$ cat src/axi_mem_pkg.sv
// Serves full-width INCR bursts only and always answers OKAY. ID_W and DATA_W must match the master.
`default_nettype none

package axi_mem_pkg;

  // Bus widths shared by the converter, the bank array and the test environment.
  localparam int unsigned ADDR_W = 32;
  localparam int unsigned DATA_W = 64;
  localparam int unsigned ID_W   = 4;
  localparam int unsigned STRB_W = DATA_W / 8;

  // Only incrementing bursts are served.
  localparam logic [1:0] BURST_INCR = 2'b01;
  // Size code of a full 8-byte beat.
  // It is also the number of byte offset bits in a beat address.
  localparam int unsigned SIZE_FULL = 3;
  // The converter never reports an error.
  localparam logic [1:0] RESP_OKAY = 2'b00;

  // Write address channel.
  typedef struct packed {
    logic [ID_W-1:0]   id;
    logic [ADDR_W-1:0] addr;
    logic [7:0]        len;
    logic [1:0]        burst;
  } axi_aw_t;

  // Read address channel carries the same fields as the write address channel.
  typedef axi_aw_t axi_ar_t;

  // Write data channel.
  typedef struct packed {
    logic [DATA_W-1:0] data;
    logic [STRB_W-1:0] strb;
    logic              last;
  } axi_w_t;

  // Write response channel.
  typedef struct packed {
    logic [ID_W-1:0] id;
    logic [1:0]      resp;
  } axi_b_t;

  // Read data channel.
  typedef struct packed {
    logic [ID_W-1:0]   id;
    logic [DATA_W-1:0] data;
    logic [1:0]        resp;
    logic              last;
  } axi_r_t;

  // Everything the master drives.
  typedef struct packed {
    axi_aw_t aw;
    logic    aw_valid;
    axi_w_t  w;
    logic    w_valid;
    logic    b_ready;
    axi_ar_t ar;
    logic    ar_valid;
    logic    r_ready;
  } axi_req_t;

  // Everything the slave drives.
  typedef struct packed {
    logic   aw_ready;
    logic   w_ready;
    logic   ar_ready;
    logic   b_valid;
    axi_b_t b;
    logic   r_valid;
    axi_r_t r;
  } axi_resp_t;

  // Bookkeeping for one issued beat.
  // The joiner uses it to turn bank answers into an R beat or a B response.
  typedef struct packed {
    logic            we;
    logic [ID_W-1:0] id;
    logic            last;
  } beat_meta_t;

endpackage

`default_nettype wire

$ cat src/axi_to_mem.sv
// One read and one write burst are active at a time. Bursts must be INCR and full width.
`timescale 1ns/1ps
`default_nettype none

module axi_to_mem #(
  parameter int unsigned AddrWidth = 10,
  parameter int unsigned NumBanks  = 2,
  parameter int unsigned BufDepth  = 2
) (
  input  logic                                                    clk_i,
  input  logic                                                    arst_n_i,
  output logic                                                    busy_o,
  input  axi_mem_pkg::axi_req_t                                   axi_req_i,
  output axi_mem_pkg::axi_resp_t                                  axi_resp_o,
  output logic [NumBanks-1:0]                                     mem_req_o,
  input  logic [NumBanks-1:0]                                     mem_gnt_i,
  output logic [NumBanks-1:0][AddrWidth-1:0]                      mem_addr_o,
  output logic [NumBanks-1:0][axi_mem_pkg::DATA_W/NumBanks-1:0]   mem_wdata_o,
  output logic [NumBanks-1:0][axi_mem_pkg::DATA_W/NumBanks/8-1:0] mem_strb_o,
  output logic [NumBanks-1:0]                                     mem_we_o,
  input  logic [NumBanks-1:0]                                     mem_rvalid_i,
  input  logic [NumBanks-1:0][axi_mem_pkg::DATA_W/NumBanks-1:0]   mem_rdata_i
);
  import axi_mem_pkg::*;

  // Active burst state for each direction.
  logic                 wr_active_q;
  logic                 rd_active_q;
  logic [ID_W-1:0]      wr_id_q;
  logic [ID_W-1:0]      rd_id_q;
  logic [AddrWidth-1:0] wr_addr_q;
  logic [AddrWidth-1:0] rd_addr_q;
  logic [7:0]           wr_len_q;
  logic [7:0]           rd_len_q;
  logic [7:0]           wr_cnt_q;
  logic [7:0]           rd_cnt_q;
  // Arbitration state.
  logic                 last_wr_q;
  logic                 hold_q;
  logic                 hold_wr_q;

  logic       aw_fire;
  logic       ar_fire;
  logic       w_fire;
  logic       wr_elig;
  logic       rd_elig;
  logic       wr_last;
  logic       rd_last;
  logic       pick_wr;
  logic       credit_ok;
  logic       beat_valid;
  logic       beat_ready;
  logic       beat_fire;
  logic       join_idle;
  logic       meta_push;
  beat_meta_t beat_meta;
  beat_meta_t meta_join;

  // An address is taken only while no burst of that kind is active.
  assign axi_resp_o.aw_ready = axi_req_i.aw_valid && !wr_active_q;
  assign axi_resp_o.ar_ready = axi_req_i.ar_valid && !rd_active_q;
  assign aw_fire = axi_resp_o.aw_ready;
  assign ar_fire = axi_resp_o.ar_ready;

  assign wr_elig = wr_active_q && axi_req_i.w_valid;
  assign rd_elig = rd_active_q;
  assign wr_last = (wr_cnt_q == wr_len_q);
  assign rd_last = (rd_cnt_q == rd_len_q);

  // A stalled beat keeps its direction so the bank requests stay stable.
  // Otherwise the direction not served last time wins when both are ready.
  assign pick_wr    = hold_q ? hold_wr_q : (wr_elig && (!rd_elig || !last_wr_q));
  assign beat_valid = credit_ok && (pick_wr ? wr_elig : rd_elig);
  assign beat_fire  = beat_valid && beat_ready;

  // The W beat is consumed together with the write beat that carries it.
  assign axi_resp_o.w_ready = beat_fire && pick_wr;
  assign w_fire = axi_req_i.w_valid && axi_resp_o.w_ready;

  assign beat_meta.we   = pick_wr;
  assign beat_meta.id   = pick_wr ? wr_id_q : rd_id_q;
  assign beat_meta.last = pick_wr ? wr_last : rd_last;

  always_ff @(posedge clk_i or negedge arst_n_i) begin
    if (!arst_n_i) begin
      wr_active_q <= 1'b0;
      rd_active_q <= 1'b0;
      last_wr_q   <= 1'b0;
      hold_q      <= 1'b0;
      hold_wr_q   <= 1'b0;
    end else begin
      if (aw_fire) begin
        wr_active_q <= 1'b1;
      end else if (beat_fire && pick_wr && wr_last) begin
        wr_active_q <= 1'b0;
      end
      if (ar_fire) begin
        rd_active_q <= 1'b1;
      end else if (beat_fire && !pick_wr && rd_last) begin
        rd_active_q <= 1'b0;
      end
      if (beat_fire) begin
        last_wr_q <= pick_wr;
      end
      hold_q    <= beat_valid && !beat_ready;
      hold_wr_q <= pick_wr;
    end
  end

  // Beat addresses start aligned to a full beat and wrap at the end of memory.
  always_ff @(posedge clk_i) begin
    if (aw_fire) begin
      wr_id_q   <= axi_req_i.aw.id;
      wr_addr_q <= {axi_req_i.aw.addr[AddrWidth-1:SIZE_FULL], {SIZE_FULL{1'b0}}};
      wr_len_q  <= axi_req_i.aw.len;
      wr_cnt_q  <= '0;
    end else if (beat_fire && pick_wr) begin
      wr_addr_q <= wr_addr_q + AddrWidth'(STRB_W);
      wr_cnt_q  <= wr_cnt_q + 8'd1;
    end
    if (ar_fire) begin
      rd_id_q   <= axi_req_i.ar.id;
      rd_addr_q <= {axi_req_i.ar.addr[AddrWidth-1:SIZE_FULL], {SIZE_FULL{1'b0}}};
      rd_len_q  <= axi_req_i.ar.len;
      rd_cnt_q  <= '0;
    end else if (beat_fire && !pick_wr) begin
      rd_addr_q <= rd_addr_q + AddrWidth'(STRB_W);
      rd_cnt_q  <= rd_cnt_q + 8'd1;
    end
  end

  // Busy covers accepted bursts, beats still being issued and unanswered beats.
  assign busy_o = aw_fire || ar_fire || wr_active_q || rd_active_q || !join_idle;

  mem_bank_split #(
    .AddrWidth ( AddrWidth ),
    .NumBanks  ( NumBanks  )
  ) i_mem_bank_split (
    .clk_i        ( clk_i                                 ),
    .arst_n_i     ( arst_n_i                              ),
    .beat_valid_i ( beat_valid                            ),
    .beat_ready_o ( beat_ready                            ),
    .beat_addr_i  ( pick_wr ? wr_addr_q : rd_addr_q       ),
    .beat_wdata_i ( axi_req_i.w.data                      ),
    .beat_strb_i  ( pick_wr ? axi_req_i.w.strb : '0       ),
    .beat_meta_i  ( beat_meta                             ),
    .meta_push_o  ( meta_push                             ),
    .meta_o       ( meta_join                             ),
    .mem_req_o    ( mem_req_o                             ),
    .mem_gnt_i    ( mem_gnt_i                             ),
    .mem_addr_o   ( mem_addr_o                            ),
    .mem_wdata_o  ( mem_wdata_o                           ),
    .mem_strb_o   ( mem_strb_o                            ),
    .mem_we_o     ( mem_we_o                              )
  );

  mem_resp_join #(
    .NumBanks ( NumBanks ),
    .BufDepth ( BufDepth )
  ) i_mem_resp_join (
    .clk_i        ( clk_i              ),
    .arst_n_i     ( arst_n_i           ),
    .meta_push_i  ( meta_push          ),
    .meta_i       ( meta_join          ),
    .credit_ok_o  ( credit_ok          ),
    .mem_rvalid_i ( mem_rvalid_i       ),
    .mem_rdata_i  ( mem_rdata_i        ),
    .r_valid_o    ( axi_resp_o.r_valid ),
    .r_o          ( axi_resp_o.r       ),
    .r_ready_i    ( axi_req_i.r_ready  ),
    .b_valid_o    ( axi_resp_o.b_valid ),
    .b_o          ( axi_resp_o.b       ),
    .b_ready_i    ( axi_req_i.b_ready  ),
    .idle_o       ( join_idle          )
  );

  // Only incrementing bursts can be stepped by a fixed beat size.
  assert property (@(posedge clk_i) disable iff (!arst_n_i)
    aw_fire |-> axi_req_i.aw.burst == BURST_INCR);
  assert property (@(posedge clk_i) disable iff (!arst_n_i)
    ar_fire |-> axi_req_i.ar.burst == BURST_INCR);
  // The master's W last must agree with the length taken from AW.
  assert property (@(posedge clk_i) disable iff (!arst_n_i)
    w_fire |-> axi_req_i.w.last == wr_last);

endmodule

`default_nettype wire

$ cat src/mem_bank_split.sv
// The beat inputs must stay stable from beat_valid_i until beat_ready_o. NumBanks divides DATA_W.
`timescale 1ns/1ps
`default_nettype none

module mem_bank_split #(
  parameter int unsigned AddrWidth = 10,
  parameter int unsigned NumBanks  = 2
) (
  input  logic                                                    clk_i,
  input  logic                                                    arst_n_i,
  input  logic                                                    beat_valid_i,
  output logic                                                    beat_ready_o,
  input  logic [AddrWidth-1:0]                                    beat_addr_i,
  input  logic [axi_mem_pkg::DATA_W-1:0]                          beat_wdata_i,
  input  logic [axi_mem_pkg::STRB_W-1:0]                          beat_strb_i,
  input  axi_mem_pkg::beat_meta_t                                 beat_meta_i,
  output logic                                                    meta_push_o,
  output axi_mem_pkg::beat_meta_t                                 meta_o,
  output logic [NumBanks-1:0]                                     mem_req_o,
  input  logic [NumBanks-1:0]                                     mem_gnt_i,
  output logic [NumBanks-1:0][AddrWidth-1:0]                      mem_addr_o,
  output logic [NumBanks-1:0][axi_mem_pkg::DATA_W/NumBanks-1:0]   mem_wdata_o,
  output logic [NumBanks-1:0][axi_mem_pkg::DATA_W/NumBanks/8-1:0] mem_strb_o,
  output logic [NumBanks-1:0]                                     mem_we_o
);
  import axi_mem_pkg::*;

  localparam int unsigned BankW = DATA_W / NumBanks;
  localparam int unsigned BankS = BankW / 8;

  // Banks that already took their part of the current beat.
  logic [NumBanks-1:0] done_q;
  // Banks that are finished once this cycle is over.
  logic [NumBanks-1:0] settled;

  assign settled      = done_q | mem_gnt_i;
  assign beat_ready_o = beat_valid_i && (&settled);

  // The joiner learns about a beat only once every bank has taken it.
  assign meta_push_o = beat_ready_o;
  assign meta_o      = beat_meta_i;

  always_ff @(posedge clk_i or negedge arst_n_i) begin
    if (!arst_n_i) begin
      done_q <= '0;
    end else if (beat_ready_o) begin
      done_q <= '0;
    end else if (beat_valid_i) begin
      done_q <= done_q | (mem_req_o & mem_gnt_i);
    end
  end

  for (genvar b = 0; b < NumBanks; b++) begin : gen_bank
    // A granted bank drops out while slower banks keep waiting.
    assign mem_req_o[b]   = beat_valid_i && !done_q[b];
    assign mem_addr_o[b]  = beat_addr_i;
    assign mem_wdata_o[b] = beat_wdata_i[b*BankW +: BankW];
    assign mem_strb_o[b]  = beat_strb_i[b*BankS +: BankS];
    assign mem_we_o[b]    = beat_meta_i.we;

    // A waiting request holds until its bank grants.
    assert property (@(posedge clk_i) disable iff (!arst_n_i)
      mem_req_o[b] && !mem_gnt_i[b] |=> mem_req_o[b] && $stable(mem_addr_o[b]));
  end

endmodule

`default_nettype wire

$ cat src/mem_resp_join.sv
// Expects exactly one answer per bank per issued beat. Banks answer in issue order.
`timescale 1ns/1ps
`default_nettype none

module mem_resp_join #(
  parameter int unsigned NumBanks = 2,
  parameter int unsigned BufDepth = 2
) (
  input  logic                                                  clk_i,
  input  logic                                                  arst_n_i,
  input  logic                                                  meta_push_i,
  input  axi_mem_pkg::beat_meta_t                               meta_i,
  output logic                                                  credit_ok_o,
  input  logic [NumBanks-1:0]                                   mem_rvalid_i,
  input  logic [NumBanks-1:0][axi_mem_pkg::DATA_W/NumBanks-1:0] mem_rdata_i,
  output logic                                                  r_valid_o,
  output axi_mem_pkg::axi_r_t                                   r_o,
  input  logic                                                  r_ready_i,
  output logic                                                  b_valid_o,
  output axi_mem_pkg::axi_b_t                                   b_o,
  input  logic                                                  b_ready_i,
  output logic                                                  idle_o
);
  import axi_mem_pkg::*;

  localparam int unsigned BankW = DATA_W / NumBanks;
  localparam int unsigned PtrW  = (BufDepth > 1) ? $clog2(BufDepth) : 1;
  localparam int unsigned CntW  = $clog2(BufDepth + 1);

  // All FIFOs pop together, so they share one read pointer.
  function automatic logic [PtrW-1:0] ptr_next(input logic [PtrW-1:0] ptr);
    return (ptr == PtrW'(BufDepth - 1)) ? '0 : ptr + 1'b1;
  endfunction

  beat_meta_t                     meta_mem [BufDepth];
  logic [PtrW-1:0]                meta_wr_q;
  logic [PtrW-1:0]                rd_q;
  logic [CntW-1:0]                meta_cnt_q;
  logic [NumBanks-1:0]            bank_ne;
  logic [NumBanks-1:0][BankW-1:0] bank_head;
  beat_meta_t                     head;
  logic                           pop_ok;
  logic                           pop;

  // Entries in the meta FIFO are the reserved beats.
  // A beat in the splitter is only started while one more fits.
  assign credit_ok_o = meta_cnt_q < CntW'(BufDepth);
  assign idle_o      = (meta_cnt_q == '0) && !(|bank_ne);

  assign head   = meta_mem[rd_q];
  assign pop_ok = (meta_cnt_q != '0) && (&bank_ne);
  // Write beats before the last one leave without any bus response.
  assign pop    = pop_ok && (head.we ? (!head.last || b_ready_i) : r_ready_i);

  assign r_valid_o = pop_ok && !head.we;
  assign r_o       = '{id: head.id, data: bank_head, resp: RESP_OKAY, last: head.last};
  assign b_valid_o = pop_ok && head.we && head.last;
  assign b_o       = '{id: head.id, resp: RESP_OKAY};

  always_ff @(posedge clk_i or negedge arst_n_i) begin
    if (!arst_n_i) begin
      meta_wr_q  <= '0;
      rd_q       <= '0;
      meta_cnt_q <= '0;
    end else begin
      if (meta_push_i) begin
        meta_wr_q <= ptr_next(meta_wr_q);
      end
      if (pop) begin
        rd_q <= ptr_next(rd_q);
      end
      meta_cnt_q <= meta_cnt_q + CntW'(meta_push_i) - CntW'(pop);
    end
  end

  always_ff @(posedge clk_i) begin
    if (meta_push_i) begin
      meta_mem[meta_wr_q] <= meta_i;
    end
  end

  assert property (@(posedge clk_i) disable iff (!arst_n_i)
    meta_push_i |-> meta_cnt_q < CntW'(BufDepth));

  // One data FIFO per bank.
  for (genvar b = 0; b < NumBanks; b++) begin : gen_bank_fifo
    logic [BankW-1:0] data_mem [BufDepth];
    logic [PtrW-1:0]  wr_q;
    logic [CntW-1:0]  cnt_q;

    always_ff @(posedge clk_i or negedge arst_n_i) begin
      if (!arst_n_i) begin
        wr_q  <= '0;
        cnt_q <= '0;
      end else begin
        if (mem_rvalid_i[b]) begin
          wr_q <= ptr_next(wr_q);
        end
        cnt_q <= cnt_q + CntW'(mem_rvalid_i[b]) - CntW'(pop);
      end
    end

    always_ff @(posedge clk_i) begin
      if (mem_rvalid_i[b]) begin
        data_mem[wr_q] <= mem_rdata_i[b];
      end
    end

    assign bank_ne[b]   = (cnt_q != '0);
    assign bank_head[b] = data_mem[rd_q];

    // The credit taken at issue must leave room for every bank answer.
    assert property (@(posedge clk_i) disable iff (!arst_n_i)
      mem_rvalid_i[b] |-> cnt_q < CntW'(BufDepth));
  end

endmodule

`default_nettype wire

$ cat config.mk
export PLATFORM = sky130hd
export DESIGN_NAME = axi_to_mem
export DESIGN_NICKNAME = d
export VERILOG_FILES = /design/src/axi_mem_pkg.sv /design/src/axi_to_mem.sv /design/src/mem_bank_split.sv /design/src/mem_resp_join.sv
export SDC_FILE = /design/constraint.sdc
export NUM_CORES = 1
export LEC_CHECK = 0
export ABC_CLOCK_PERIOD_IN_PS = 5770
export BUFFER_PORTS_ARGS = -buffer_cell sky130_fd_sc_hd__buf_2
export CAP_MARGIN = 30
export CORE_ASPECT_RATIO = 0.5
export CORE_MARGIN = 5
export CORE_UTILIZATION = 35
export CTS_CLUSTER_DIAMETER = 80
export DETAILED_ROUTE_END_ITERATION = 7
export SYNTH_ARGS = -nofsm -noshare
export SYNTH_HDL_FRONTEND = slang
export SYNTH_HIERARCHICAL = 1
export SYNTH_SLANG_ARGS = --single-unit
$ cat constraint.sdc
create_clock -name clk_i -period 5.77 [get_ports clk_i]
set_clock_uncertainty 0.15 [all_clocks]
set_input_delay 0.577 -clock clk_i [delete_from_list [all_inputs] [get_ports clk_i]]
set_output_delay 0.577 -clock clk_i [all_outputs]
set_load 0.01 [all_outputs]
==> metrics.txt, run 1 <==
post-synthesis sequential area ratio 0.648; endpoints failing setup 0; largest net degree at the start of global routing 41; die width 242 µm; Synth Area per Inst 14.6 µm²; Top Family by Delay on Critical Path compound AO/OA/AOI/OAI gates; Pre-antenna DRT Iters 4; share of layout cells above drive strength 1 0.452; YS warnings 6; Max-slew headroom 0.363; WP data arrival 3.49 ns; Max-cap violations 0; slowest stage cell, crit path a211oi_1; Comb power frac 0.293; Pint 0.00351 W; Crit. End Element output pin; clock-pin slew on the worst setup and hold paths 0.06 ns; CORE AREA 26,400 µm²; Power Total 0.00505 W; CTS buffer count 21; Placer Congestion 0.761; post-CTS sizing 0; CTS Sinks 211; Die Span Y 126 µm; number of port buffers 225; die area 30,400 µm²; Nets 1,029; 1st-iter DRT viols 246; Final period util 0.730; gr usage total 0.124; Setup TNS Final 0 ns; vias per cell 4.55; Worst Max-Slew Pin Slew 0.954 ns; root buf cell clkbuf_16; Syn Inst Count 643; min Tclk post-route 4.21 ns; Post-CTS Hold Fix Bufs 1; Async SR Flop Fraction 0.0806; global route overflow 0; Pins Over Slew Limit 0; post-DP HPWL 14,400 µm; Most common cell on crit path o21a_1; total number of vias 5,219; sequential power share 0.434; Switch Pwr 0.00155 W; post-synth top area share 0.569; number of buffers on the longest clock path 3; sw frac 0.306; Area growth syn-to-layout 16.1%; synth top area cells edfxtp_1, mux2_2, buf_4; Top FF cell, synth edfxtp_1; antenna violations before repair 0; H-tree Lvls 1; Antenna Nets Post-Route 0; CP Buf/Inv Count 2; unrepaired setup endpoints after global routing false; Placed Instances 1,109; I/O Pins 419; mapped cell area 9400 µm²; CP peak stage delay 0.66 ns; Max Fclk 237 MHz; worst skew pair latency 0.50 ns; CP Data Required Time 5.04 ns; number of fill cells 2,449; final hold viol count 0; Seq cells post-synth 211; status completed; critical path type flip-flop to output pin; Hold Path Class input port to flip-flop; Final Non-Filler Cells 1,148; routed len/inst 17.3 µm; EDFF count, synth 178; DRC 0; row count 42; setup bufs post-CTS 0; first-pass GRT wire length 30,500 µm; Yosys cell types 51; vias in the first global route 5,507; # diodes 0; ordered cell list for the critical path a21bo_2 -> a211oi_1 -> o21a_1 -> o21a_1 -> and2_1 -> o2111ai_1 -> inv_1 -> buf_2; Startpoint Class flip-flop; Synth area leader edfxtp_1; CTS tree yes; clock share of power 0.274; Crit Path Max Fanout 8; Pleak 4.27 nW; Worst VDD drop 162 µV; PD cells 463 nW/µm²; WL final 19,900 µm; Initial Util 0.356
==> layer usage <==
| metal | global-route usage | vias to the layer above | part of all wire |
|---|---|---|---|
| met5 | 0 | - | 0 |
| met4 | 0.0342 | 0 | 0.022 |
| met3 | 0.0345 | 37 | 0.052 |
| met2 | 0.231 | 138 | 0.54 |
| met1 | 0.141 | 2562 | 0.39 |
| li1 | - | 2482 | - |
==> sequential cells by signal, summed over array words and instances, names as in the netlist, 2 cells and up <==
| signal | cells |
|---|---|
| wr_len_q | 8 |
| i_mem_resp_join/meta_mem | 12 |
| wr_id_q | 4 |
| rd_id_q | 4 |
| rd_len_q | 8 |
| i_mem_resp_join/gen_bank_fifo.wr_q | 2 |
| i_mem_resp_join/gen_bank_fifo.cnt_q | 4 |
| wr_cnt_q | 8 |
| rd_addr_q | 7 |
| i_mem_bank_split/done_q | 2 |
| i_mem_resp_join/gen_bank_fifo.data_mem | 128 |
| rd_cnt_q | 8 |
| i_mem_resp_join/meta_cnt_q | 2 |
| wr_addr_q | 7 |
==> cell type report <==
class,count,area [µm²],area share
timing repair buffer,232,1230,0.112
clock inverter,11,136,0.0125
clock buffer,26,554,0.0508
tap,352,440,0.0404
sequential,211,6090,0.558
multi-input combinational,308,2430,0.223
inverter,8,30.0,0.00275
==> cell usage after synthesis (6+ instances only) <==
| cell type | instances |
|---|---|
| edfxtp_1 | 178 |
| buf_4 | 111 |
| mux2_2 | 80 |
| nand2_1 | 36 |
| xor2_1 | 31 |
| nor2_1 | 21 |
| dfrtp_1 | 17 |
| dfxtp_1 | 16 |
| o21ai_0 | 13 |
| xnor2_1 | 13 |
| and2_1 | 12 |
| a21oi_1 | 10 |
| buf_2 | 10 |
| ha_1 | 7 |
| mux2i_1 | 7 |
| nand3_1 | 7 |
| nor2b_1 | 7 |
| inv_1 | 6 |
| nor4_1 | 6 |
==> power groups by stage <==
| stage | logic [W] | registers [W] | clock network, W |
|---|---|---|---|
| final | 0.00148 | 0.00219 | 0.00138 |
| after floorplan | 0.00119 | 0.00213 | 0 |
| after CTS | 0.00152 | 0.00220 | 0.00144 |
| after global routing | 0.00162 | 0.00223 | 0.00151 |
| after detailed placement | 0.00151 | 0.00223 | 0 |
| after global placement | 0.00148 | 0.00221 | 0 |
==> per-stage QoR <==
step | instance area, µm² | util | hold WS, ns | setup slack, ns
floorplan | 9430 | - | 0.131 | 2.73
global placement | 10100 | 0.384 | 0.323 | 2.10
detailed placement | 10200 | 0.386 | 0.328 | 2.06
CTS | 10900 | 0.412 | 0.0718 | 1.50
global route | 10900 | 0.413 | 0.0732 | 1.23
finish | 10900 | 0.413 | 0.105 | 1.56
==> cells in the final DEF, fill, tap and decap left out, drive strengths merged, types with 9 or more instances in the layout <==
cell	n
o21ai	14
mux2	80
buf	231
dfxtp	16
nor2	21
conb	10
nand2	36
xnor2	13
dfrtp	17
and2	13
xor2	31
a21oi	10
clkbuf	26
edfxtp	178
clkinv	9
==> cells by family after synthesis <==
| group | share of synthesized area |
|---|---|
| buf+inv | 0.0984 |
| other cells | 0.000799 |
| compound gates | 0.0292 |
| mux | 0.103 |
| xor+xnor | 0.0410 |
| flops | 0.648 |
| fa+ha+maj | 0.00932 |
| simple gates | 0.0700 |
==> final timing paths <==
kind                                                             endpoint                       from  slack (ns)  depth (start not counted)
worst max-delay path                                       axi_resp_o[80]                     hold_q        1.56                          8
worst min-delay path                                          wr_len_q[1]             axi_req_i[127]        0.10                          1
worst max register to register                               rd_addr_q[6]                     hold_q        2.26                          7
worst min register to register                  i_mem_resp_join/meta_wr_q  i_mem_resp_join/meta_wr_q        0.34                          1
max in group asynchronous                            i_mem_resp_join/rd_q                   arst_n_i        4.74                          2
min in group asynchronous       i_mem_resp_join/gen_bank_fifo[1].cnt_q[1]                   arst_n_i        0.41                          2
==> worst register-to-register path: stages (launching register included) <==
cell and delay [ns]:
dfrtp_1 0.51, a21bo_2 0.34, a211oi_1 0.66, o21a_1 0.24, o21a_1 0.29, and2_1 0.30, nor3b_4 0.40, or2_2 0.31
(Power assumes the default switching activity.)
==> inputs of run 2 (changes only) <==
Settings changed: ABC_AREA set to 1, ABC_CLOCK_PERIOD_IN_PS 5770 to 4400.
Clock period 5.77 ns to 4.4 ns, I/O delays scaled along.
==> run 2 against run 1 <==
Net effect: synthesized cell count grew 42%; first-iteration DRC count is 54% higher; routed wire length is 13% higher; via count is 27% higher; sequential share of layout area shrank 5.2 points; register-to-register slack worse by 0.66 ns; critical path type unchanged; largest power group unchanged.
==> metrics.txt, run 2 <==
global route overflow 0 (unchanged); routed len/inst 14.6 µm (-15%); Post-synth top cells nand2_1, edfxtp_1, buf_4; max reg flops 128 (unchanged); CP Data Required Time 3.81 ns (-1.23 ns); Max-slew headroom 0.427 (+0.0648); root buf cell clkbuf_16; Crit Path Max Fanout 8 (unchanged); clock-pin slew on the worst setup and hold paths 0.06 ns (about the same); worst skew pair latency 0.50 ns (about the same); Top FF cell, synth edfxtp_1; total number of vias 6,630 (+27%); Hold Path End i_mem_resp_join/gen_bank_fifo[1].wr_q; die width 246 µm (+1.6%); YS warnings 6 (unchanged); Worst Hold Path Cells 2 (+1); Pleak 5.24 nW (+23%); reg2reg start hold_q; WL final 22,400 µm (+13%); die area 31,400 µm² (+3.2%); I/O Pins 419 (unchanged); EDFF count, synth 178 (unchanged); Nets 1,381 (+34%); Async SR Flop Fraction 0.0806 (unchanged); vias per cell 4.33 (-4.7%); post-synthesis sequential area ratio 0.627 (-0.0210); Startpoint Class flip-flop; share of layout cells above drive strength 1 0.259 (-0.194); largest net degree at the start of global routing 74 (+80%); M3 GR Usage 0.0300 (-0.00450); Yosys cell types 36 (-29%); most frequent cells in the layout nand2_1, buf_2, edfxtp_1; DRC 0 (unchanged); Reg2Reg Setup Slack 1.60 ns (-0.66 ns); post-CTS sizing 0 (unchanged); endpoints failing setup 0 (unchanged); Placer Congestion 0.792 (+4.1%); PD cells 578 nW/µm² (+25%); # diodes 0 (unchanged); number of buffers on the longest clock path 3 (unchanged); final hold viol count 0 (unchanged); met1 GRT Util 0.158 (+0.0167); Hold Path Class input port to flip-flop; FF-to-FF path depth 9 (+2); CTS tree yes; Worst Max-Slew Pin Slew 0.859 ns (-0.0952 ns); gr usage total 0.138 (+0.0140); post-DP HPWL 15,500 µm (+7.2%); number of port buffers 225 (unchanged); dpl ws 1.44 ns (-0.628 ns); Worst Min Path Start mem_rvalid_i[1]; WP data arrival 2.62 ns (-0.87 ns); Synth Area per Inst 10.6 µm² (-27%); Max Fclk 312 MHz; post-synth top area share 0.550 (-0.0185); gr busiest metal met2; CTS Sinks 211 (unchanged); min Tclk post-route 3.21 ns; Crit. End Element output pin; CORE AREA 27,500 µm² (+4.2%); Area growth syn-to-layout 23.9%; Reg2Reg Capture Point wr_addr_q[5]; Max-cap violations 0 (unchanged); Seq cells post-synth 211 (unchanged); Worst Setup SP hold_q; row count 43 (+2.4%); 1st-iter DRT viols 378 (+54%); synth top area cells edfxtp_1, nand2_1, buf_4; Antenna Nets Post-Route 0 (unchanged); Worst VDD drop 278 µV (+71%); Top reg by flops i_mem_resp_join/gen_bank_fifo.data_mem; Final period util 0.729; Top Registers i_mem_resp_join/gen_bank_fifo.data_mem (128), i_mem_resp_join/meta_mem (12); CTS buffer count 21 (unchanged); antenna violations before repair 0 (unchanged); most common cell in the synthesized netlist nand2_1; Pins Over Slew Limit 0 (unchanged); H-tree Lvls 1 (unchanged); Synth area leader edfxtp_1; Final WS setup 1.19 ns (-0.365 ns); Setup TNS Final 0 ns (unchanged); met2 Resource Use GR 0.262 (+0.0308); status completed; mapped cell area 9710 µm² (+3.4%); first-pass GRT wire length 35,200 µm (+15%); Pre-antenna DRT Iters 4 (unchanged); vias in the first global route 6,907 (+25%); Syn Inst Count 916 (+42%); Initial Util 0.353 (-0.00293); Die Span Y 128 µm (+1.5%); critical path type flip-flop to output pin; commonest non-fill, non-tap cell in the layout nand2_1; unrepaired setup endpoints after global routing false
-- run 2: cells by family (layout without fill, tap and decap cells) --
| logic type | after synthesis | count (layout) | share of synthesized area |
|---|---|---|---|
| buffers and inverters | 194 | 418 | 0.122 |
| flip-flops | 211 | 211 | 0.627 |
| XOR/XNOR | 36 | 36 | 0.0332 |
| other | 2 | 10 | 0.000773 |
| adder cells (fa/ha/maj) | 7 | 7 | 0.00902 |
| AO/OA/AOI/OAI | 42 | 42 | 0.0236 |
| AND/OR/NAND/NOR | 424 | 424 | 0.185 |
-- run 2: timing repair --
| item | in CTS | in global routing |
|---|---|---|
| endpoints found under the setup margin | 0 | 0 |
| setup buffers | 0 | 0 |
| endpoints found under the hold margin | 169 | 0 |
| hold buffers | 89 | 0 |
-- run 2: layout make-up --
cell class,instances,area (µm²)
clock buffers,25,541
flip-flops and latches,211,6090
multi-input cells,519,2490
inverters,59,221
well taps,382,478
clock inverters,12,108
fillers,2636,15500
repair buffers,322,2110
-- run 2: per-layer routing --
metal  routed length [µm]  vias up
li1                     -     3291
met1                 9020     3139
met2                11800      152
met3                 1010       48
met4                  561        0
met5                    0        -
-- run 2: critical path, stage by stage, from the launching register on --
cell and delay [ns]:
dfrtp_1 0.39, nand2_2 0.10, inv_2 0.07, a21boi_2 0.30, nand2_1 0.12, inv_1 0.11
nand2_1 0.07, nor2_2 0.37, nand3_2 0.18, nor2_4 0.21, buf_2 0.18
-- run 2: worst max-delay path by stage --
stage	end	slack (ns)	cells past startpoint
6_report	axi_resp_o[80]	1.19	10
5_1_grt	axi_resp_o[80]	0.90	10
4_1_cts	axi_resp_o[80]	1.12	10
3_5_place_dp	wr_addr_q[8]	1.44	9
3_3_place_gp	wr_addr_q[8]	1.48	9
2_1_floorplan	i_mem_resp_join/gen_bank_fifo[0].data_mem[0][0]	2.00	2
-- run 2: stage by stage --
stage / instances / hold WS (ns) / util / area [µm²] / total power (W)
after floorplan: 924 / -0.00559 / - / 9740 / 0.00457
after global placement: 1402 / 0.259 / 0.379 / 10500 / 0.00517
after detailed placement: 1404 / 0.256 / 0.381 / 10500 / 0.00525
after CTS: 1530 / 0.00109 / 0.437 / 12000 / 0.00710
after global routing: 1530 / 0.0143 / 0.437 / 12000 / 0.00744
final: 1530 / 0.0313 / 0.437 / 12000 / 0.00696
-- run 2: power breakdown --
group / total [W] / switching [W] / leakage [nW] / internal (W)
logic: 0.00244 / 0.00158 / 2.94 / 0.000854
registers: 0.00278 / 0.000164 / 1.98 / 0.00262
clock network: 0.00174 / 0.000745 / 0.320 / 0.000994
total: 0.00696 / 0.00249 / 5.24 / 0.00447
